**src/verilog/setup_fsm.sv**
```systemverilog
`timescale 1ns/10ps

module setup_fsm (
    input  logic clk,
    input  logic rst,
    input  logic in_valid,
    input  logic out_ready,
    input  logic div_done,
    output logic in_ready,
    output logic capture,
    output logic div_start,
    output logic out_valid,
    output logic busy
);

    typedef enum logic [1:0] {
        st_idle,
        st_start,
        st_wait,
        st_output
    } state_t;

    state_t state;
    state_t state_next;

    always_ff @(posedge clk or posedge rst) begin
        if (rst) begin
            state <= st_idle;
        end else begin
            state <= state_next;
        end
    end

    always_comb begin
        state_next = state;
        case (state)
            st_idle: begin
                if (in_valid) begin
                    state_next = st_start;
                end
            end
            st_start: begin
                state_next = st_wait;  // Divider loads here
            end
            st_wait: begin
                if (div_done) begin
                    state_next = st_output;
                end
            end
            st_output: begin
                // Hold record until the consumer takes it
                if (out_ready) begin
                    state_next = st_idle;
                end
            end
            default: begin
                state_next = st_idle;
            end
        endcase
    end

    assign in_ready = (state == st_idle);
    assign capture = in_ready && in_valid;  // Accepting edge
    assign div_start = (state == st_start);
    assign out_valid = (state == st_output);
    assign busy = (state != st_idle);

endmodule

```
**config.mk**
```make
export PLATFORM = sky130hd
export DESIGN_NAME = setup_fsm
export DESIGN_NICKNAME = d
export VERILOG_FILES = /design/src/verilog/setup_fsm.sv
export SDC_FILE = /design/constraint.sdc
export NUM_CORES = 1
export LEC_CHECK = 0
export BUFFER_PORTS_ARGS = -buffer_cell sky130_fd_sc_hd__buf_2
export CAP_MARGIN = 10
export CORE_AREA = 5 5 42 44
export CTS_BUF_LIST = sky130_fd_sc_hd__clkbuf_4
export DETAILED_ROUTE_END_ITERATION = 6
export DIE_AREA = 0 0 47 49
export SLEW_MARGIN = 20
export SYNTH_ARGS = -nofsm -noshare
export SYNTH_HDL_FRONTEND = slang
export SYNTH_SLANG_ARGS = --single-unit
```
**constraint.sdc**
```tcl
create_clock -name clk -period 1.75 [get_ports clk]
set_clock_uncertainty 0.15 [all_clocks]
set_input_delay 0.35 -clock clk [delete_from_list [all_inputs] [get_ports clk]]
set_output_delay 0.35 -clock clk [all_outputs]
set_load 0.02 [all_outputs]
```
==> flow_metrics.tcl <==
set metrics [dict create \
    fin_util_pct 22.5 \
    r2r-end "state[1]$_DFFE_PP0P_" \
    async_flop_share_pct 100 \
    r2r-start "state[0]$_DFFE_PP0P_" \
    rows 14 \
    synth_warnings 0 \
    firstDrtPassIters 4 \
    largestRegisters "state x2" \
    clk_pin_slew_ns 0.03 \
    criticalPathCategory "reg -> reg" \
    die_y_microns 49 \
    relSlewSlack_pct 73.5 \
    grt_start_max_net_pins 5 \
    cts_tree "built" \
    initialDrtViolationCount 3 \
    postSynthCellCount 19 \
    dieWidth_microns 47 \
    netlist_area_sq_um 178 \
    hold_ws_ns 0.362 \
    detail_route.wl_per_cell_microns 7.46 \
    syn_nets 29 \
    ir_drop_mv 0.657 \
    syn2layout_area_growth_pct 77.5 \
    antenna_found_initial 0 \
    setup_viol 0 \
    synth_cell_type_count 7 \
    cts_inserted_buffers 3 \
    slew_viol_final 0 \
    min_period_ns 1.69 \
    use_met2_pct 4.30 \
    die-area_sq_mm 0.00230 \
    ys_top_cells_by_count "7 x inv_1, 5 x ha_1, 2 x dfrtp_1, 2 x nor2_1" \
    yosys.area_share.simple_pct 4.23 \
    dpl.cell_count 45 \
    finalNonFillerCells 52 \
    synth_fa_ha_area_share_pct 35.2 \
    status "finished, final reports clean" \
    root_buffer "clkbuf_4" \
    synth_top_cell_area_share_pct 35.2 \
    busiest_layer "met2" \
    yosysSeqAreaShare_pct 28.2 \
    synthXorXnorAreaFrac_pct 0 \
    grt_use_met3_pct 1.11 \
    ys_ff_latch 2 \
    synth_top_family_by_area "adder cells" \
    power.leakage_nw 0.184 \
    yosysTopAreaCell "ha_1" \
    r2r_slack_ns 0.06 \
    grtUsageTotal_pct 3.24 \
    drc 0 \
    pin_count 10 \
    grt_pass1_vias 151 \
    largest_register_ffs 2 \
    p_per_area_mw_per_mm2 1840 \
    clk_latency_ns 0.22 \
    cp-start-kind "flip-flop" \
    rr_worst_depth 4 \
    place_congestion 0.633 \
    drtAntennaViolNets 0 \
    rsz0062_at_grt "true" \
    synth_compound_area_share_pct 5.63 \
    cts_htree_levels 1 \
    initial_core_util_pct 12.7 \
    netlist_top_cells_area "ha_1 35%, dfrtp_1 28%, inv_1 15%" \
    clock_sinks 2 \
    fin_crit_sh_pct 96.4 \
    antenna_cells 0 \
    drt_wl_total_microns 388 \
    vias_per_cell 3.33 \
    cts.path.max_buffers 2 \
    hp-class "in -> async" \
    synth_mux_area_share_pct 12.0 \
    grt_first_pass_wirelength_microns 503 \
    final.setup.worst_slack_ns 0.0631 \
    max_freq_mhz 593 \
    power_w 0.000579 \
    worstPathArrival_ns 1.64 \
    crit_path_max_fanout 4 \
    worstMarginPinSlew_ns 0.398 \
    io_buffers 9 \
    yosysMostFrequentCell "inv_1" \
    place_ws_ns 0.0104 \
    grt.overflow.total 0 \
    synth_edf_count 0 \
    largest_register "state" \
    cp.required_ns 1.70 \
    dr_total_vias 173 \
    hold_viol 0 \
    drive_gt1_share_pct 58.3 \
    maxCapViolations 0 \
    final_nets 48 \
    core_sq_mm 0.00140 \
    syn_area_per_cell_sq_um 9.35 \
    grt_util_met1_pct 3.30 \
    ys.flop_type "dfrtp_1" \
    cp-end-kind "flip-flop" \
]
==> cell type report <==
class	instances	area [sq um]
Clock buffer	3	22.5
Fill cell	171	1090
Inverter	7	26.3
Multi-Input combinational cell	10	109
Sequential cell	2	50.0
Tap cell	16	20.0
Timing Repair Buffer	14	87.6
==> worst max-delay path by stage <==
stage                          from                    to  slack [ns]  cells past startpoint
6_report       state[0]$_DFFE_PP0P_  state[1]$_DFFE_PP0P_        0.06                      4
5_1_grt        state[1]$_DFFE_PP0P_               capture       -0.01                      5
3_5_place_dp   state[0]$_DFFE_PP0P_  state[1]$_DFFE_PP0P_        0.01                      4
3_3_place_gp   state[0]$_DFFE_PP0P_  state[1]$_DFFE_PP0P_        0.02                      4
4_1_cts        state[0]$_DFFE_PP0P_  state[1]$_DFFE_PP0P_        0.03                      4
2_1_floorplan  state[0]$_DFFE_PP0P_               capture        0.03                      4
==> cells by family (layout without fill, tap and decap cells) <==
group           count (synthesis)  count (layout)
flops                           2               2
fa+ha+maj                       5               5
mux                             2               2
compound gates                  1               1
simple gates                    2               2
buf+inv                         7              24
==> stage by stage <==
step	setup TNS (ns)	cell area [sq um]
CTS	0	288
floorplan	0	180
global route	-0.0182	315
global placement	0	253
finish	0	315
detailed placement	0	253
==> cell usage in the layout, fill, tap and decap left out <==
| cell type | instances |
|---|---|
| a222oi_1 | 1 |
| buf_2 | 8 |
| buf_4 | 5 |
| clkbuf_4 | 3 |
| dfrtp_1 | 2 |
| dlygate4sd3_1 | 1 |
| ha_1 | 3 |
| ha_2 | 2 |
| inv_1 | 5 |
| inv_2 | 2 |
| mux2_1 | 1 |
| mux2i_1 | 1 |
| nor2_1 | 1 |
| nor2_2 | 1 |
==> worst max-delay path: stages, from the launching register on <==
cell and delay, ns:
dfrtp_1 0.37, inv_2 0.07, ha_2 0.18, a222oi_1 0.43, mux2_1 0.36
==> per-layer routing <==
layer	routed length (microns)	vias up	share of wire (%)
met5	0	-	0
met4	0	0	0
met3	49	0	13
met2	187	8	48
met1	151	74	39
li1	-	91	-
==> where the power goes <==
group	internal [W]	switching [W]
logic	0.000182	0.000197
clock network	0.0000755	0.0000248
registers	0.0000735	0.0000254
==> repair_timing <==
item                       in CTS  in global routing
hold endpoints to repair        2                  0
setup buffers                   0                  3
pin swaps                       0                  1
hold buffers                    1                  0
setup endpoints to repair       1                  3
resized for setup               3                  2
(Power assumes the default switching activity.)
