$ cat config.mk
export PLATFORM = sky130hd
export DESIGN_NAME = recip_divider
export DESIGN_NICKNAME = d
export VERILOG_FILES = /design/src/verilog/raster_pkg.sv /design/src/verilog/recip_divider.sv
export SDC_FILE = /design/constraint.sdc
export NUM_CORES = 1
export LEC_CHECK = 0
export CAP_MARGIN = 20
export CORE_UTILIZATION = 35
export DETAILED_ROUTE_END_ITERATION = 8
export DONT_BUFFER_PORTS = 1
export GPL_TIMING_DRIVEN = 0
export PLACE_DENSITY_LB_ADDON = 0.3
export RECOVER_POWER = 50
export SYNTH_ARGS = -nofsm -noshare
export SYNTH_HDL_FRONTEND = slang
export SYNTH_SLANG_ARGS = --single-unit
$ cat constraint.sdc
create_clock -name clk -period 4.52 [get_ports clk]
set_input_delay 0.904 -clock clk [delete_from_list [all_inputs] [get_ports clk]]
set_output_delay 0.904 -clock clk [all_outputs]
set_load 0.05 [all_outputs]
$ cat src/verilog/raster_pkg.sv
package raster_pkg;

    // Screen size in pixels
    localparam int SCREEN_W = 320;
    localparam int SCREEN_H = 240;

    // Serial reciprocal divider
    localparam int DIV_STEPS = 17;  // Quotient bits of 2^16 / d
    localparam int DIV_CNT_W = 5;
    localparam int RECIP_W = 16;
    localparam logic [DIV_STEPS-1:0] DIV_DIVIDEND = 17'h1_0000;
    localparam logic [RECIP_W-1:0] RECIP_SAT = 16'hFFFF;  // Zero divisor

    typedef struct packed {
        logic signed [31:0] x;  // Q16.16
        logic signed [31:0] y;
        logic signed [31:0] z;
    } pos_t;

    typedef struct packed {
        pos_t pos;
        logic [23:0] color;
    } vertex_t;

    typedef struct packed {
        logic signed [18:0] v0x;  // Q16.3
        logic signed [18:0] v0y;
        logic signed [18:0] e0x;
        logic signed [18:0] e0y;
        logic signed [18:0] e1x;
        logic signed [18:0] e1y;
        logic signed [37:0] d00;  // Q32.6
        logic signed [37:0] d01;
        logic signed [37:0] d11;
        logic [23:0] v0_color;
        logic [23:0] v1_color;
        logic [23:0] v2_color;
        logic [31:0] v0_depth;
        logic [31:0] v1_depth;
        logic [31:0] v2_depth;
    } geom_t;

    typedef struct packed {
        logic [15:0] bbox_min_x;
        logic [15:0] bbox_max_x;
        logic [15:0] bbox_min_y;
        logic [15:0] bbox_max_y;
    } bbox_t;

    typedef struct packed {
        logic signed [18:0] v0x;
        logic signed [18:0] v0y;
        logic signed [18:0] e0x;
        logic signed [18:0] e0y;
        logic signed [18:0] e1x;
        logic signed [18:0] e1y;
        logic signed [37:0] d00;
        logic signed [37:0] d01;
        logic signed [37:0] d11;
        logic [23:0] v0_color;
        logic [23:0] v1_color;
        logic [23:0] v2_color;
        logic [31:0] v0_depth;
        logic [31:0] v1_depth;
        logic [31:0] v2_depth;
        logic [15:0] bbox_min_x;
        logic [15:0] bbox_max_x;
        logic [15:0] bbox_min_y;
        logic [15:0] bbox_max_y;
        logic [15:0] denom_inv;  // Q0.16
        logic denom_neg;
    } triangle_state_t;

    function automatic logic signed [31:0] min3(
        input logic signed [31:0] a,
        input logic signed [31:0] b,
        input logic signed [31:0] c
    );
        logic signed [31:0] m;
        m = (a < b) ? a : b;
        return (c < m) ? c : m;
    endfunction

    function automatic logic signed [31:0] max3(
        input logic signed [31:0] a,
        input logic signed [31:0] b,
        input logic signed [31:0] c
    );
        logic signed [31:0] m;
        m = (a > b) ? a : b;
        return (c > m) ? c : m;
    endfunction

    function automatic logic signed [31:0] clamp(
        input logic signed [31:0] v,
        input logic signed [31:0] lo,
        input logic signed [31:0] hi
    );
        if (v < lo) return lo;
        if (v > hi) return hi;
        return v;
    endfunction

endpackage

$ cat src/verilog/recip_divider.sv
`timescale 1ns/10ps

module recip_divider (
    input  logic clk,
    input  logic rst,
    input  logic div_start,
    input  logic div_step,
    input  logic div_done,
    input  logic [63:0] div_divisor,
    output logic [15:0] denom_inv
);

    localparam int N = raster_pkg::DIV_STEPS;

    logic [63:0] rem;
    logic [64:0] rem_shift;  // Partial remainder
    logic [64:0] rem_next;
    logic q_bit;
    logic [N-1:0] dq;  // Dividend bits out at the top, quotient bits in at the bottom
    logic [N-1:0] dq_next;

    assign rem_shift = {rem, dq[N-1]};
    assign q_bit = (rem_shift >= {1'b0, div_divisor});
    assign rem_next = q_bit ? (rem_shift - {1'b0, div_divisor}) : rem_shift;
    assign dq_next = {dq[N-2:0], q_bit};

    always_ff @(posedge clk or posedge rst) begin
        if (rst) begin
            rem <= '0;
            dq <= '0;
        end else if (div_start) begin
            rem <= '0;
            dq <= raster_pkg::DIV_DIVIDEND;
        end else if (div_step) begin
            rem <= rem_next[63:0];  // Always below the divisor
            dq <= dq_next;
        end
    end

    // Final quotient bit is folded in on the done edge
    always_ff @(posedge clk or posedge rst) begin
        if (rst) begin
            denom_inv <= '0;
        end else if (div_done) begin
            if (div_divisor == '0) begin
                denom_inv <= raster_pkg::RECIP_SAT;
            end else begin
                denom_inv <= dq_next[raster_pkg::RECIP_W-1:0];
            end
        end
    end

endmodule

==> impl_metrics.csv <==
group,metric,value,unit
global_route,grt-busiest-layer,"met2",
floorplan,ios,85,
pwr,ir_worst_vdd,0.175,mV
cts,ctsHoldBuffers,0,
setup_path,end_kind,"flop",
global_route,antenna_found_initial,0,
cts,clock_sinks,97,
cts,cts_setup_buffers,0,
synthesis,synth_top_cell_by_area,"dfrtp_1",
routing,drtAntennaViolNets,0,
pwr,p_per_area,316,nW/µm²
sta,worstMarginPinSlew,1.93,ns
sta,period_minus_slack,3.88,ns
global_route,grt_pass1_vias,8260,
run_status,status,"finished, violations left",
global_route,grt_remaining_overflow,0,
finish,final_cell_mix,"nand2_1, nor2_1, dfrtp_1",
synthesis,netlist.area_leader.share,27.8,%
cts,clkTransAtPathRegs,0.08,ns
finish,drive_above_1_share,4.73,%
synthesis,synth_area,8730,µm²
routing,drt_wl_total,29200,µm
placed_design,dp_hpwl,23000,µm
floorplan,die_x,160,µm
synthesis,syn_nets,1257,
setup_path,critPathTopFamily,"compound AO/OA/AOI/OAI gates",
setup_path,start_kind,"input pin",
floorplan,placementRows,57,
cts,cts_resized,0,
cts,cts_tree,"yes",
sta,hold_viol,0,
synthesis,synth-seq-cells,97,
sta,setup_slack,0.642,ns
routing,first_pass_iters,5,
global_route,use_met2,36.7,%
synthesis,ys_types,66,
setup_path,critical_path_class,"input pin to flop",
setup_path,path_buf_inv,1,
cts,clock_latency,0.37,ns
synthesis,synthFlopType,"dfrtp_1",
global_route,use_met3,4.91,%
synthesis,yosysSeqAreaShare,27.8,%
placed_design,place_inst,1449,
setup_path,slowest_stage,"a2111oi_0",
finish,layout.nets,1271,
flow_run,drv_cap,2,
synthesis,postSynthCellCount,1123,
setup_path,required,4.79,ns
synthesis,synth.area.top_cells,"dfrtp_1, ha_1, nand2_1",
cts,clockBufferDepth,2,
cts,cts-buffers-inserted,9,
floorplan,die_h,160,µm
setup_path,cp_max_fo,3,
finish,final_common_cell,"nand2_1",
synthesis,yosys_warnings,0,
setup_path,cp_cell_sequence,"inv_1 -> ha_1 -> nor2b_1 -> o2111ai_1 -> a311oi_1 -> o31ai_1 -> a2111oi_0 -> nor3_1 -> o21ai_0 -> xor2_1 -> mux2i_1 -> a211oi_1",
run_status,failed_checks,"max-capacitance violations, max-slew violations",
synthesis,async_flop_share,100,%
finish,stdcell_count,1466,
setup_path,slowest_delay,0.79,ns
sta,max_clock_freq,0.258,GHz
sta,rsz0062_at_grt,"no",
floorplan,fp.coreArea,24400,µm²
floorplan,start_util,35.8,%
finish,syn_to_final_growth,8.57,%
placed_design,dpl_worst_slack,0.295,ns
pwr,p_leak,4.37,nW
global_route,grt_util_met1,31.0,%
global_route,grt_max_degree,57,
placed_design,globalplace.congestion,0.964,
global_route,track_usage,23.1,%
finish,diodes,0,
global_route,grt_pass1_wl,46200,µm
cts,h-tree-depth,3,
setup_path,reg2reg_slack,0.74,ns
cts,cts_root_buf,"clkbuf_16",
synthesis,syn_avg_cell_area,7.78,µm²
sta,max_slew_margin,-29.4,%
floorplan,die-area,25600,µm²
synthesis,synth_edf_count,0,
routing,vias_per_cell,5.80,
routing,wire_per_inst,20.0,µm
setup_path,cp.arrival,4.14,ns
sta,maxSlewViolCount,100,
sta,clock_skew,0.0135,ns
placed_design,portBuffers,0,
routing,num_vias,8497,
routing,first_iter_violations,809,
sta,period_share,85.8,%
min_path,hold_class,"flop to flop",
routing,drcViolationCount,0,
finish,fillers,2577,
sta,final-setup-viol-count,0,
metal layers:
metal  share of wire, %  vias up
met2                 45      281
met4                2.7        0
met3                7.3       52
met5                  0        -
met1                 45     4064
li1                   -     4100
cell usage after synthesis, types with 5 or more instances:
library cell    n
xor2_1         22
ha_1           64
nor2_1        113
and3_1         13
nand4_1        27
buf_4           5
a21boi_0        5
o31ai_1         6
a21oi_1        89
a211oi_1       25
o22a_1         16
o21bai_1       12
mux2i_1        24
o21ai_0        45
nor2b_1         9
dfrtp_1        97
o21a_1         10
nor3_1         19
a311oi_1       40
inv_1          84
buf_2          13
and2_1          5
nand2b_1        7
a31oi_1        10
xnor2_1        36
clkbuf_1       46
a21o_1         29
nor4_1         17
nand3_1        28
nand2_1       140
a41oi_1         6
worst paths after layout:
path,start,to,cells past startpoint
setup / recovery,div_divisor[1],rem[47],12
hold / removal,dq[11],denom_inv[12],1
setup reg to reg,rem[33],rem[47],11
hold reg to reg,dq[11],denom_inv[12],1
max in group asynchronous,rst,rem[47],2
min in group asynchronous,rst,rem[13],1
sequential cells by signal, summed over array words and instances, names as in the netlist:
| signal | flops |
|---|---|
| denom_inv | 16 |
| rem | 64 |
| dq | 17 |
cell families (layout without fill, tap and decap cells):
logic type,Yosys count,count (layout),synth area share [%]
and+or+nand+nor,396,396,20.8
AOI/OAI and AO/OA,331,331,26.2
buffers and inverters,151,170,7.15
DFF,97,97,27.8
adders and majority gates,65,65,9.40
xor gates and xnor gates,58,58,5.82
muxes,25,25,2.88
report_power, final:
group	switching, W	total, W	internal (W)
Combinational	0.000697	0.00110	0.000400
Sequential	0.0000999	0.00103	0.000930
Clock	0.000425	0.000874	0.000450
per-stage QoR:
| stage | hold slack [ns] | util, % | instance area, µm² | TNS, ns | total power, W |
|---|---|---|---|---|---|
| finish | 0.522 | 38.9 | 9480 | 0 | 0.00300 |
| global route | 0.543 | 38.9 | 9480 | 0 | 0.00317 |
| CTS | 0.494 | 39.0 | 9500 | 0 | 0.00301 |
| detailed placement | 0.503 | 37.6 | 9180 | 0 | 0.00212 |
| global placement | 0.496 | 37.5 | 9140 | -31.76 | 0.00212 |
| floorplan | 0.481 | - | 8730 | 0 | 0.00185 |
final cells by class:
type | count | area, µm² | share of cell area (%)
buffer | 67 | 309 | 3.26
clock buffer | 9 | 225 | 2.37
clock inverter | 7 | 96.3 | 1.02
inverter | 84 | 317 | 3.34
multi-input combinational | 875 | 5680 | 59.9
sequential | 97 | 2430 | 25.6
tap | 324 | 405 | 4.27
timing repair buffer | 3 | 20.0 | 0.211
Power figures use the tool's default switching activity.
