[src/verilog/raster_pkg.sv]
package raster_pkg;

    // Screen size in pixels
    localparam int SCREEN_W = 320;
    localparam int SCREEN_H = 240;

    // Serial reciprocal divider
    localparam int DIV_STEPS = 17;  // Quotient bits of 2^16 / d
    localparam int DIV_CNT_W = 5;
    localparam int RECIP_W = 16;
    localparam logic [DIV_STEPS-1:0] DIV_DIVIDEND = 17'h1_0000;
    localparam logic [RECIP_W-1:0] RECIP_SAT = 16'hFFFF;  // Zero divisor

    typedef struct packed {
        logic signed [31:0] x;  // Q16.16
        logic signed [31:0] y;
        logic signed [31:0] z;
    } pos_t;

    typedef struct packed {
        pos_t pos;
        logic [23:0] color;
    } vertex_t;

    typedef struct packed {
        logic signed [18:0] v0x;  // Q16.3
        logic signed [18:0] v0y;
        logic signed [18:0] e0x;
        logic signed [18:0] e0y;
        logic signed [18:0] e1x;
        logic signed [18:0] e1y;
        logic signed [37:0] d00;  // Q32.6
        logic signed [37:0] d01;
        logic signed [37:0] d11;
        logic [23:0] v0_color;
        logic [23:0] v1_color;
        logic [23:0] v2_color;
        logic [31:0] v0_depth;
        logic [31:0] v1_depth;
        logic [31:0] v2_depth;
    } geom_t;

    typedef struct packed {
        logic [15:0] bbox_min_x;
        logic [15:0] bbox_max_x;
        logic [15:0] bbox_min_y;
        logic [15:0] bbox_max_y;
    } bbox_t;

    typedef struct packed {
        logic signed [18:0] v0x;
        logic signed [18:0] v0y;
        logic signed [18:0] e0x;
        logic signed [18:0] e0y;
        logic signed [18:0] e1x;
        logic signed [18:0] e1y;
        logic signed [37:0] d00;
        logic signed [37:0] d01;
        logic signed [37:0] d11;
        logic [23:0] v0_color;
        logic [23:0] v1_color;
        logic [23:0] v2_color;
        logic [31:0] v0_depth;
        logic [31:0] v1_depth;
        logic [31:0] v2_depth;
        logic [15:0] bbox_min_x;
        logic [15:0] bbox_max_x;
        logic [15:0] bbox_min_y;
        logic [15:0] bbox_max_y;
        logic [15:0] denom_inv;  // Q0.16
        logic denom_neg;
    } triangle_state_t;

    function automatic logic signed [31:0] min3(
        input logic signed [31:0] a,
        input logic signed [31:0] b,
        input logic signed [31:0] c
    );
        logic signed [31:0] m;
        m = (a < b) ? a : b;
        return (c < m) ? c : m;
    endfunction

    function automatic logic signed [31:0] max3(
        input logic signed [31:0] a,
        input logic signed [31:0] b,
        input logic signed [31:0] c
    );
        logic signed [31:0] m;
        m = (a > b) ? a : b;
        return (c > m) ? c : m;
    endfunction

    function automatic logic signed [31:0] clamp(
        input logic signed [31:0] v,
        input logic signed [31:0] lo,
        input logic signed [31:0] hi
    );
        if (v < lo) return lo;
        if (v > hi) return hi;
        return v;
    endfunction

endpackage

[src/verilog/div_step_counter.sv]
`timescale 1ns/10ps

module div_step_counter (
    input  logic clk,
    input  logic rst,
    input  logic div_start,
    output logic div_step,
    output logic div_done
);

    logic [raster_pkg::DIV_CNT_W-1:0] count;

    always_ff @(posedge clk or posedge rst) begin
        if (rst) begin
            count <= '0;
        end else if (div_start) begin
            count <= raster_pkg::DIV_CNT_W'(raster_pkg::DIV_STEPS);
        end else if (count != '0) begin
            count <= count - 1'b1;
        end
    end

    // One quotient bit per nonzero count
    assign div_step = (count != '0);
    assign div_done = (count == raster_pkg::DIV_CNT_W'(1));  // Last step

endmodule

[config.mk]
export PLATFORM = sky130hd
export DESIGN_NAME = div_step_counter
export DESIGN_NICKNAME = d
export VERILOG_FILES = /design/src/verilog/raster_pkg.sv /design/src/verilog/div_step_counter.sv
export SDC_FILE = /design/constraint.sdc
export NUM_CORES = 1
export LEC_CHECK = 0
export ABC_AREA = 1
export BUFFER_PORTS_ARGS = -buffer_cell sky130_fd_sc_hd__buf_4
export CAP_MARGIN = 40
export CORE_AREA = 2 2 39 41
export CTS_BUF_LIST = sky130_fd_sc_hd__clkbuf_8
export CTS_CLUSTER_SIZE = 16
export DETAILED_ROUTE_END_ITERATION = 12
export DIE_AREA = 0 0 41 43
export GPL_ROUTABILITY_DRIVEN = 0
export MAX_ROUTING_LAYER = met4
export PLACE_DENSITY_LB_ADDON = 0.12
export RECOVER_POWER = 50
export SYNTH_ARGS = -nofsm -noshare
export SYNTH_HDL_FRONTEND = slang
export SYNTH_SLANG_ARGS = --single-unit
[constraint.sdc]
create_clock -name clk -period 3.55 [get_ports clk]
set_clock_uncertainty 0.15 [all_clocks]
set_input_delay 0.1775 -clock clk [delete_from_list [all_inputs] [get_ports clk]]
set_output_delay 0.1775 -clock clk [all_outputs]
set_load 0.01 [all_outputs]
==> key figures, run 1 <==
Worst setup path
  • CP required: about 3.2 ns
  • Slowest library cell on the worst path: sky130_fd_sc_hd__dfrtp_1
  • CP Buf/Inv Count: 2
  • Worst reg-to-reg path cell count: 5
  • Critical Path Max Stage Delay: 0.38 ns
  • Register-to-register setup slack: 2.20 ns
  • Cells traversed along the worst timing path: inv_1, ha_1, nand3_2, buf_4
  • Delay-heaviest family, CP: flip-flops
  • Endpoint of the worst-slack reg-to-reg timing path: count[1]$_DFFE_PP0P_
  • Kind of critical path: reg -> out
  • Startpoint of the worst register-to-register path: count[0]$_DFFE_PP0P_
  • Worst EP arrival: 1.31 ns
  • Crit path max fanout: 6
  • Element type at the critical path start: flop
  • Critical Path End Type: output pin

Die
  • DIE WIDTH: 41 um
  • Die ar.: 0.00176 sq mm
  • I/O Pins: 5
  • Initial standard-cell utilization of the core: 0.206
  • Standard cell core area: 0.00138 sq mm
  • Row cnt: 14
  • Die span in y: 43 um

Layout
  • Non-filler instance count after layout: 62
  • Register name with the most flops: count
  • Area of the multi-input gates: approximately 130 sq um
  • Most common cell after layout, fill and taps aside: sky130_fd_sc_hd__nand2_1
  • Area added between synthesis and finish: 36.8%
  • Combined flip-flop and latch cell area: 125 sq um
  • Flip-flop count of the largest register, all copies and words added: 5
  • Largest registers ranked by flip-flop count: count: 5 flops
  • Number of inserted diodes: 0
  • Highest-count cells in the layout ignoring fill and taps: 9 x sky130_fd_sc_hd__nand2_1, 6 x sky130_fd_sc_hd__inv_1, 6 x sky130_fd_sc_hd__nor2_1
  • Layout cells sized above 1: 0.239
  • Filler cell count: roughly 160
  • Count of nets after finishing: 52

Global routing
  • Via count of the first global-routing pass: 219
  • Global-route wire length before repair: 828 um
  • Overall Global Routing Usage: 0.0797
  • Maximum number of pins on one net before global-route repair: 7
  • Global route overflow: 0
  • Initial antenna violation count: 0

Routing
  • Post-route DRC: 0
  • Post-DRT Antenna Nets: 0
  • Vias per cell: 3.79
  • First-pass iteration count of the detailed router: 2
  • DR WL/cell: between 8 and 9 um
  • Sum of routed wire length over all layers: around 530 um
  • Drt first-iter violations: 2
  • Overall via count from detail_route: 235

Clocking
  • Number of buffers on the longest clock path: 2
  • Clk root buf: sky130_fd_sc_hd__clkbuf_8
  • Cells resized by post-CTS repair: 0
  • Number of sinks driven by the clock tree: 5
  • Clock latency reported for the late side of the worst-skew pair: 0.22 ns
  • Number of setup buffers added after CTS: 0
  • Count of H-tree levels built during CTS: 1
  • Clock tree from TritonCTS: done
  • Number of buffers created by CTS: 3
  • Clock-pin transition on the worst setup and hold timing paths: about 0.030 ns

Synthesis
  • Syn Inst Count: 37
  • Post-Syn Area per Cell: 7.71 sq um
  • Post-synthesis sequential area ratio: 0.439
  • Post-synth cell types: 12
  • Syn nets: 42
  • Top post-synthesis cells by area: sky130_fd_sc_hd__dfrtp_1 44%, sky130_fd_sc_hd__nand2_1 12%, sky130_fd_sc_hd__ha_1 8.8%, sky130_fd_sc_hd__nor2_1 7.9%, sky130_fd_sc_hd__nand3_1 7.0%
  • Netlist Area Pre-Place: around 290 sq um
  • Post-synthesis cell type with the largest combined area: sky130_fd_sc_hd__dfrtp_1
  • Total number of yosys warnings: 0
  • Count of state elements after synthesis: 5
  • Top-area cell type share of the netlist area: 0.439

Timing
  • Final slew viol count: 0
  • Time the worst path needs with I/O delays and setup: between 1.5 and 2 ns
  • Smallest setup slack after layout: 1.91 ns
  • Final hold violations: 0
  • Final period utilization: 0.461
  • Peak clock frequency supported by timing: 611 MHz
  • Total Neg Setup Slack: 0 ns
  • Actual slew at the worst max-slew pin: 0.195 ns
  • Setup-failing EPs final: 0
  • Setup repair after global routing missed its margin: false
  • Worst-case headroom to the max-slew limit: 0.870

Min path
  • Worst hold stages: 3
  • Min-delay worst type: in -> reg
  • Worst Hold Endpoint: count[3]$_DFFE_PP0P_
  • Min-delay src: div_start

Placed design
  • Pre-CTS setup slack: 2.14 ns
  • Port-buffer cells: 4
  • DP Wirelength: 423 um
  • Total placed cells including tap cells: 57

Power and ir drop
  • Proportion of total power due to net switching: 0.280
  • Static leakage: 0.219 nW
  • NetSw: 0.0621 mW
  • Maximum resistive drop on vdd: ~0.21 mV
  • Register share of total power: 0.335
  • Clk pwr share: 0.455
  • Logic gate share of total power: 0.210
  • Internal power component: 0.160 mW
  • Cell Pwr Density: 568 mW/mm^2

Run status
  • Outcome: finished, final reports clean

Job
  • Max Cap Viol: 0
[layer usage]
layer | track usage | wire length, um
met1 | 0.0754 | 235
met3 | 0.0314 | 12
met2 | 0.103 | 274
met5 | - | 0
met4 | 0.100 | 10
[through the flow]
step | power (mW) | hold slack, ns | util | cell area, sq um
3_3_place_gp | 0.122 | -0.0562 | 0.242 | 335
5_1_grt | 0.236 | 0.0960 | 0.282 | 390
4_1_cts | 0.227 | 0.0652 | 0.282 | 390
3_5_place_dp | 0.122 | -0.0503 | 0.242 | 335
2_1_floorplan | 0.109 | -0.194 | - | 285
6_report | 0.222 | 0.0667 | 0.282 | 390
[cells in the mapped netlist, drive strengths merged]
library cell	count
nand2	9
nand3	5
nand4	1
xor2	1
dfrtp	5
inv	6
nor2	7
ha	2
clkinv	1
[final cells by class]
| cell class | count | share of cell area |
|---|---|---|
| sequential | 5 | 0.321 |
| multi-input combinational | 25 | 0.340 |
| inverter | 7 | 0.0705 |
| clock inverter | 1 | 0.00962 |
| clock buffer | 3 | 0.106 |
| tap | 16 | 0.0513 |
| timing repair buffer | 5 | 0.103 |
[timing repair]
| action | CTS | global route |
|---|---|---|
| endpoints found under the setup margin | 0 | 0 |
| endpoints found under the hold margin | 5 | 0 |
| hold buffers | 1 | 0 |
[power groups by stage]
stage	combinational [mW]	clock [mW]	sequential, mW
after floorplan	0.0355	0	0.0734
after global placement	0.0470	0	0.0754
final	0.0466	0.101	0.0744
after detailed placement	0.0466	0	0.0750
after CTS	0.0476	0.105	0.0744
after global routing	0.0527	0.108	0.0752
[worst min-delay path: stages]
cell and delay (ns):
sky130_fd_sc_hd__buf_4 0.09, sky130_fd_sc_hd__nor2_1 0.04, sky130_fd_sc_hd__nor2_1 0.09
[cell families after synthesis]
group,synth area share
AND/OR/NAND/NOR,0.347
XOR/XNOR,0.0307
buffers and inverters,0.0965
adder cells (fa/ha/maj),0.0877
flip-flops,0.439
[worst max-delay path by stage]
stage	startpoint	end	depth (start not counted)
final	count[0]$_DFFE_PP0P_	div_step	4
after global routing	count[0]$_DFFE_PP0P_	div_step	4
after CTS	count[0]$_DFFE_PP0P_	div_step	4
after detailed placement	count[0]$_DFFE_PP0P_	div_step	4
after global placement	count[0]$_DFFE_PP0P_	div_step	4
after floorplan	count[0]$_DFFE_PP0P_	count[1]$_DFFE_PP0P_	5
(Power assumes the default switching activity.)
==> run 2, diff against run 1 <==
Clock period 3.55 ns to 1.37 ns, I/O delays scaled along.
==> key figures, run 2 (synthesis results as in run 1) <==
Global routing
  • Initial antenna violation count: 0 (unchanged)
  • Via count of the first global-routing pass: 237 (+8.2%)
  • Overall Global Routing Usage: 0.0787 (-0.00104)
  • Global-route wire length before repair: 883 um (+6.6%)
  • Maximum number of pins on one net before global-route repair: 7 (unchanged)
  • Global route overflow: 0 (unchanged)

Die
  • Initial standard-cell utilization of the core: 0.206 (unchanged)
  • Row cnt: 14 (unchanged)
  • Die span in y: 43 um (unchanged)
  • I/O Pins: 5 (unchanged)
  • Standard cell core area: 0.00138 sq mm (unchanged)
  • DIE WIDTH: 41 um (unchanged)
  • Die ar.: 0.00176 sq mm (unchanged)

Layout
  • Number of inserted diodes: 0 (unchanged)
  • Flip-flop count of the largest register, all copies and words added: 5 (unchanged)
  • Filler cell count: 147 (-7.5%)
  • Most common cell after layout, fill and taps aside: sky130_fd_sc_hd__nand2_1
  • Area added between synthesis and finish: 55.7%
  • Post-route cell area: 444 sq um (+14%)
  • Count of nets after finishing: 55 (+5.8%)
  • Largest registers ranked by flip-flop count: count: 5 flops
  • Highest-count cells in the layout ignoring fill and taps: 9 x sky130_fd_sc_hd__nand2_1, 6 x sky130_fd_sc_hd__nor2_1, 5 x sky130_fd_sc_hd__dfrtp_1
  • Layout cells sized above 1: 0.327 (+0.0874)
  • Register name with the most flops: count

Timing
  • Total Neg Setup Slack: 0 ns (unchanged)
  • Actual slew at the worst max-slew pin: 0.182 ns (-0.0128 ns)
  • Worst-case headroom to the max-slew limit: 0.878 (+0.00855)
  • Final period utilization: 0.974
  • Smallest hold slack: 0.150 ns (+0.0833 ns)
  • Setup-failing EPs final: 0 (unchanged)
  • Time the worst path needs with I/O delays and setup: between 1 and 1.5 ns
  • Setup repair after global routing missed its margin: true
  • Peak clock frequency supported by timing: approximately 750 MHz
  • Final hold violations: 0 (unchanged)
  • Final slew viol count: 0 (unchanged)

Power and ir drop
  • Internal power component: 0.436 mW (+170%)
  • Cell Pwr Density: 1380 mW/mm^2 (+140%)
  • Proportion of total power due to net switching: 0.288 (+0.00786)
  • Logic gate share of total power: 0.255 (+0.045)
  • Maximum resistive drop on vdd: 0.600 mV (+180%)
  • Clk pwr share: 0.421 (-0.034)
  • Register share of total power: 0.324 (-0.011)
  • NetSw: 0.177 mW (+180%)
  • Final total power: 0.613 mW (+180%)
  • Static leakage: 0.236 nW (+7.7%)

Worst setup path
  • Critical Path End Type: output pin
  • Startpoint of the worst register-to-register path: count[0]$_DFFE_PP0P_
  • Element type at the critical path start: flop
  • Worst EP arrival: 1.12 ns (-0.19 ns)
  • CP required: 1.15 ns (-2.07 ns)
  • Register-to-register setup slack: 0.17 ns (-2.03 ns)
  • Crit path max fanout: 6 (unchanged)
  • Kind of critical path: reg -> out
  • Endpoint of the worst-slack reg-to-reg timing path: count[0]$_DFFE_PP0P_
  • Worst reg-to-reg path cell count: 5 (unchanged)

Routing
  • Post-DRT Antenna Nets: 0 (unchanged)
  • Overall via count from detail_route: 245 (+4.3%)
  • DR WL/cell: 8.17 um (-5.0%)
  • Sum of routed wire length over all layers: 531 um (-0.38%)
  • Drt first-iter violations: 2 (unchanged)
  • First-pass iteration count of the detailed router: 3 (+1)
  • Post-route DRC: 0 (unchanged)
  • Vias per cell: 3.77 (-0.56%)

Clocking
  • Clock-pin transition on the worst setup and hold timing paths: 0.03 ns (about the same)
  • Number of buffers on the longest clock path: 2 (unchanged)
  • Count of H-tree levels built during CTS: 1 (unchanged)
  • Number of sinks driven by the clock tree: 5 (unchanged)
  • Clock latency reported for the late side of the worst-skew pair: 0.22 ns (about the same)
  • Clock tree from TritonCTS: done
  • Clk root buf: sky130_fd_sc_hd__clkbuf_8
  • Number of buffers created by CTS: 3 (unchanged)

Placed design
  • Port-buffer cells: 4 (unchanged)
  • Area after DPL: 350 sq um (+4.5%)
  • DP Wirelength: 433 um (+2.5%)

Job
  • Max Cap Viol: 0 (unchanged)

Min path
  • Min-delay worst type: in -> async

Run status
  • Outcome: finished, final reports clean
## run 2: worst max path at each step
stage,startpoint,cells past startpoint,slack [ns],end
floorplan,count[0]$_DFFE_PP0P_,5,0.09,count[1]$_DFFE_PP0P_
CTS,count[0]$_DFFE_PP0P_,4,0.02,div_step
global placement,count[0]$_DFFE_PP0P_,5,0.1,count[0]$_DFFE_PP0P_
finish,count[0]$_DFFE_PP0P_,4,0.04,div_step
global route,count[2]$_DFFE_PP0P_,4,-0.02,div_done
detailed placement,count[0]$_DFFE_PP0P_,5,0.08,count[0]$_DFFE_PP0P_
## run 2: metal layers
layer / share of wire / vias to the layer above / GRT usage / wire [um]
li1: - / 135 / - / -
met1: 0.47 / 108 / 0.105 / 252
met2: 0.51 / 2 / 0.100 / 271
met3: 0.013 / 0 / 0 / 7
met4: 0 / 0 / 0.0800 / 0
met5: 0 / - / - / 0
## run 2: worst max-delay path, stage by stage (launching register included)
cell                      delay (ns)
sky130_fd_sc_hd__dfrtp_1        0.40
sky130_fd_sc_hd__inv_2          0.09
sky130_fd_sc_hd__ha_4           0.16
sky130_fd_sc_hd__nand3_4        0.11
sky130_fd_sc_hd__buf_6          0.14
## run 2: timing repair
action                     CTS  global route
hold buffers                 2             0
pin swaps                    0             1
setup buffers                0             0
resized for setup            6             1
setup endpoints to repair    1             2
hold endpoints to repair     7             0
gates cloned                 0             0
## run 2: power by group through the flow
stage               combinational, mW  sequential [mW]  clock, mW
floorplan                      0.0919            0.190          0
global placement                0.133            0.195          0
detailed placement              0.130            0.195          0
CTS                             0.158            0.198      0.264
global route                    0.183            0.201      0.274
finish                          0.156            0.198      0.258
## run 2: through the flow
stage | worst slack [ns] | cells | utilization
5_1_grt | -0.0196 | 65 | 0.321
3_3_place_gp | 0.0970 | 59 | 0.253
4_1_cts | 0.0154 | 65 | 0.318
6_report | 0.0360 | 65 | 0.321
3_5_place_dp | 0.0832 | 59 | 0.253
2_1_floorplan | 0.0868 | 37 | -
## run 2: cell type report
cell class                 instances  area (sq um)  area share
timing repair buffer               8          68.8       0.155
clock buffer                       3          41.3      0.0930
tap                               16          20.0      0.0451
sequential                         5           125       0.282
multi-input combinational         25           158       0.355
clock inverter                     1          3.75     0.00845
inverter                           7          27.5      0.0620
==> run 3, diff against run 2 <==
Settings changed: CORE_AREA 2 2 39 41 to 10 10 47 49, DIE_AREA 0 0 41 43 to 0 0 57 59.
==> key figures, run 3 (synthesis results as in run 1) <==
Worst setup path
  • Kind of critical path: reg -> out
  • Critical Path Max Stage Delay: 0.39 ns (about the same)
  • Worst EP arrival: 1.11 ns (about the same)
  • Crit path max fanout: 6 (unchanged)
  • Slowest library cell on the worst path: sky130_fd_sc_hd__dfrtp_1
  • Cells traversed along the worst timing path: inv_2, ha_4, nand3_4, buf_6
  • CP required: 1.15 ns (about the same)
  • Critical Path End Type: output pin
  • Element type at the critical path start: flop

Global routing
  • Global route overflow: 0 (unchanged)
  • Maximum number of pins on one net before global-route repair: 7 (unchanged)
  • Initial antenna violation count: 0 (unchanged)
  • Global-route wire length before repair: 1.03 mm (+16%)
  • Overall Global Routing Usage: 0.0432 (-0.0355)
  • Via count of the first global-routing pass: 261 (+10%)

Clocking
  • Clock latency reported for the late side of the worst-skew pair: 0.22 ns (about the same)
  • Number of buffers created by CTS: 3 (unchanged)
  • Clock tree from TritonCTS: done
  • Count of H-tree levels built during CTS: 1 (unchanged)
  • Number of buffers on the longest clock path: 2 (unchanged)
  • Clock-pin transition on the worst setup and hold timing paths: 0.03 ns (about the same)
  • Clk root buf: sky130_fd_sc_hd__clkbuf_8
  • Number of sinks driven by the clock tree: 5 (unchanged)

Timing
  • Final hold violations: 0 (unchanged)
  • Final slew viol count: 0 (unchanged)
  • Setup repair after global routing missed its margin: true
  • Actual slew at the worst max-slew pin: 0.181 ns (-0.000898 ns)
  • Final period utilization: 0.967 (-0.00702)
  • Worst-case headroom to the max-slew limit: 0.879 (about the same)
  • Peak clock frequency supported by timing: 755 MHz (+0.73%)
  • Smallest setup slack after layout: 0.0456 ns (+0.00962 ns)
  • Total Neg Setup Slack: 0 ns (unchanged)
  • Setup-failing EPs final: 0 (unchanged)
  • Time the worst path needs with I/O delays and setup: 1.32 ns (-0.00962 ns)

Die
  • Initial standard-cell utilization of the core: 0.204 (-0.00258)
  • I/O Pins: 5 (unchanged)
  • Standard cell core area: 0.00140 sq mm (+1.3%)
  • Row cnt: 14 (unchanged)
  • Die span in y: 59 um (+37%)
  • Die ar.: 0.00336 sq mm (+91%)
  • DIE WIDTH: 57 um (+39%)

Placed design
  • DP Wirelength: 466 um (+7.5%)
  • Port-buffer cells: 4 (unchanged)
  • Pre-CTS setup slack: 0.0983 ns (+0.0151 ns)
  • Total placed cells including tap cells: 59 (unchanged)

Power and ir drop
  • Maximum resistive drop on vdd: 0.649 mV (+8.2%)
  • Cell Pwr Density: 1360 mW/mm^2 (-1.1%)
  • Static leakage: 0.246 nW (+4.3%)

Layout
  • Flip-flop count of the largest register, all copies and words added: 5 (unchanged)
  • Number of inserted diodes: 0 (unchanged)
  • Layout cells sized above 1: 0.353 (+0.0264)
  • Register name with the most flops: count
  • Highest-count cells in the layout ignoring fill and taps: 9 x sky130_fd_sc_hd__nand2_1, 6 x sky130_fd_sc_hd__nor2_1, 6 x sky130_fd_sc_hd__buf_4
  • Final core occ: 0.328 (+0.00670)
  • Largest registers ranked by flip-flop count: count: 5 flops
  • Non-filler instance count after layout: 67 (+3.1%)
  • Count of nets after finishing: 57 (+3.6%)
  • Most common cell after layout, fill and taps aside: sky130_fd_sc_hd__nand2_1
  • Area added between synthesis and finish: 61.0%
  • Filler cell count: 159 (+8.2%)

Routing
  • Post-DRT Antenna Nets: 0 (unchanged)
  • DR WL/cell: 9.01 um (+10%)
  • Vias per cell: 3.90 (+3.4%)
  • Sum of routed wire length over all layers: 604 um (+14%)
  • Post-route DRC: 0 (unchanged)
  • Drt first-iter violations: 3 (+1)
  • Overall via count from detail_route: 261 (+6.5%)
  • First-pass iteration count of the detailed router: 3 (unchanged)

Min path
  • Min-delay worst type: in -> async

Job
  • Max Cap Viol: 0 (unchanged)

Run status
  • Outcome: finished, final reports clean
==> run 3: per-layer routing <==
| metal | global-route usage | wire length (um) | vias up |
|---|---|---|---|
| li1 | - | - | 141 |
| met1 | 0.0298 | 251 | 116 |
| met2 | 0.0744 | 331 | 2 |
| met3 | 0.0193 | 14 | 2 |
| met4 | 0.0503 | 6 | 0 |
| met5 | - | 0 | - |
==> run 3: final cells by class <==
cell class,count,area [sq um],share of cell area
clock buffer,3,41.3,0.0899
multi-input combinational,25,158,0.343
tap,16,20.0,0.0436
sequential,5,125,0.272
timing repair buffer,10,83.8,0.183
inverter,7,27.5,0.0599
clock inverter,1,3.75,0.00817
==> run 3: final timing paths <==
kind | start | to | slack, ns | depth (start not counted)
min in group clk | count[4]$_DFFE_PP0P_ | count[4]$_DFFE_PP0P_ | 0.37 | 2
worst max-delay path | count[1]$_DFFE_PP0P_ | div_step | 0.05 | 4
worst min-delay path | rst | count[0]$_DFFE_PP0P_ | 0.15 | 3
max in group asynchronous | rst | count[3]$_DFFE_PP0P_ | 0.76 | 3
worst max register to register | count[1]$_DFFE_PP0P_ | count[1]$_DFFE_PP0P_ | 0.19 | 6
worst min register to register | count[4]$_DFFE_PP0P_ | count[4]$_DFFE_PP0P_ | 0.37 | 2
==> run 3: where the power goes <==
part	internal (mW)	switching [mW]
Combinational	0.0834	0.0891
Sequential	0.172	0.0256
Clock	0.191	0.0654
==> run 3: stage by stage <==
stage                     hold slack, ns  power [mW]  area (sq um)
after floorplan                   -0.303       0.282           285
after global placement            -0.172       0.328           350
after detailed placement          -0.170       0.327           350
after CTS                          0.154       0.627           440
after global routing               0.184       0.685           459
final                              0.149       0.627           459
==> run 3: critical path: cells and delay by family, from the launching register on <==
| family | cells | cell delay (ns) |
|---|---|---|
| fa+ha+maj | 1 | 0.16 |
| buf+inv | 2 | 0.23 |
| flops | 1 | 0.39 |
| simple gates | 1 | 0.11 |
==> run 3: what timing repair did <==
action                                  CTS  global route
pin swaps                                 0             1
hold endpoints to repair                  7             0
hold buffers                              2             0
setup buffers                             0             2
resized for setup                         6             1
endpoints found under the setup margin    1             2
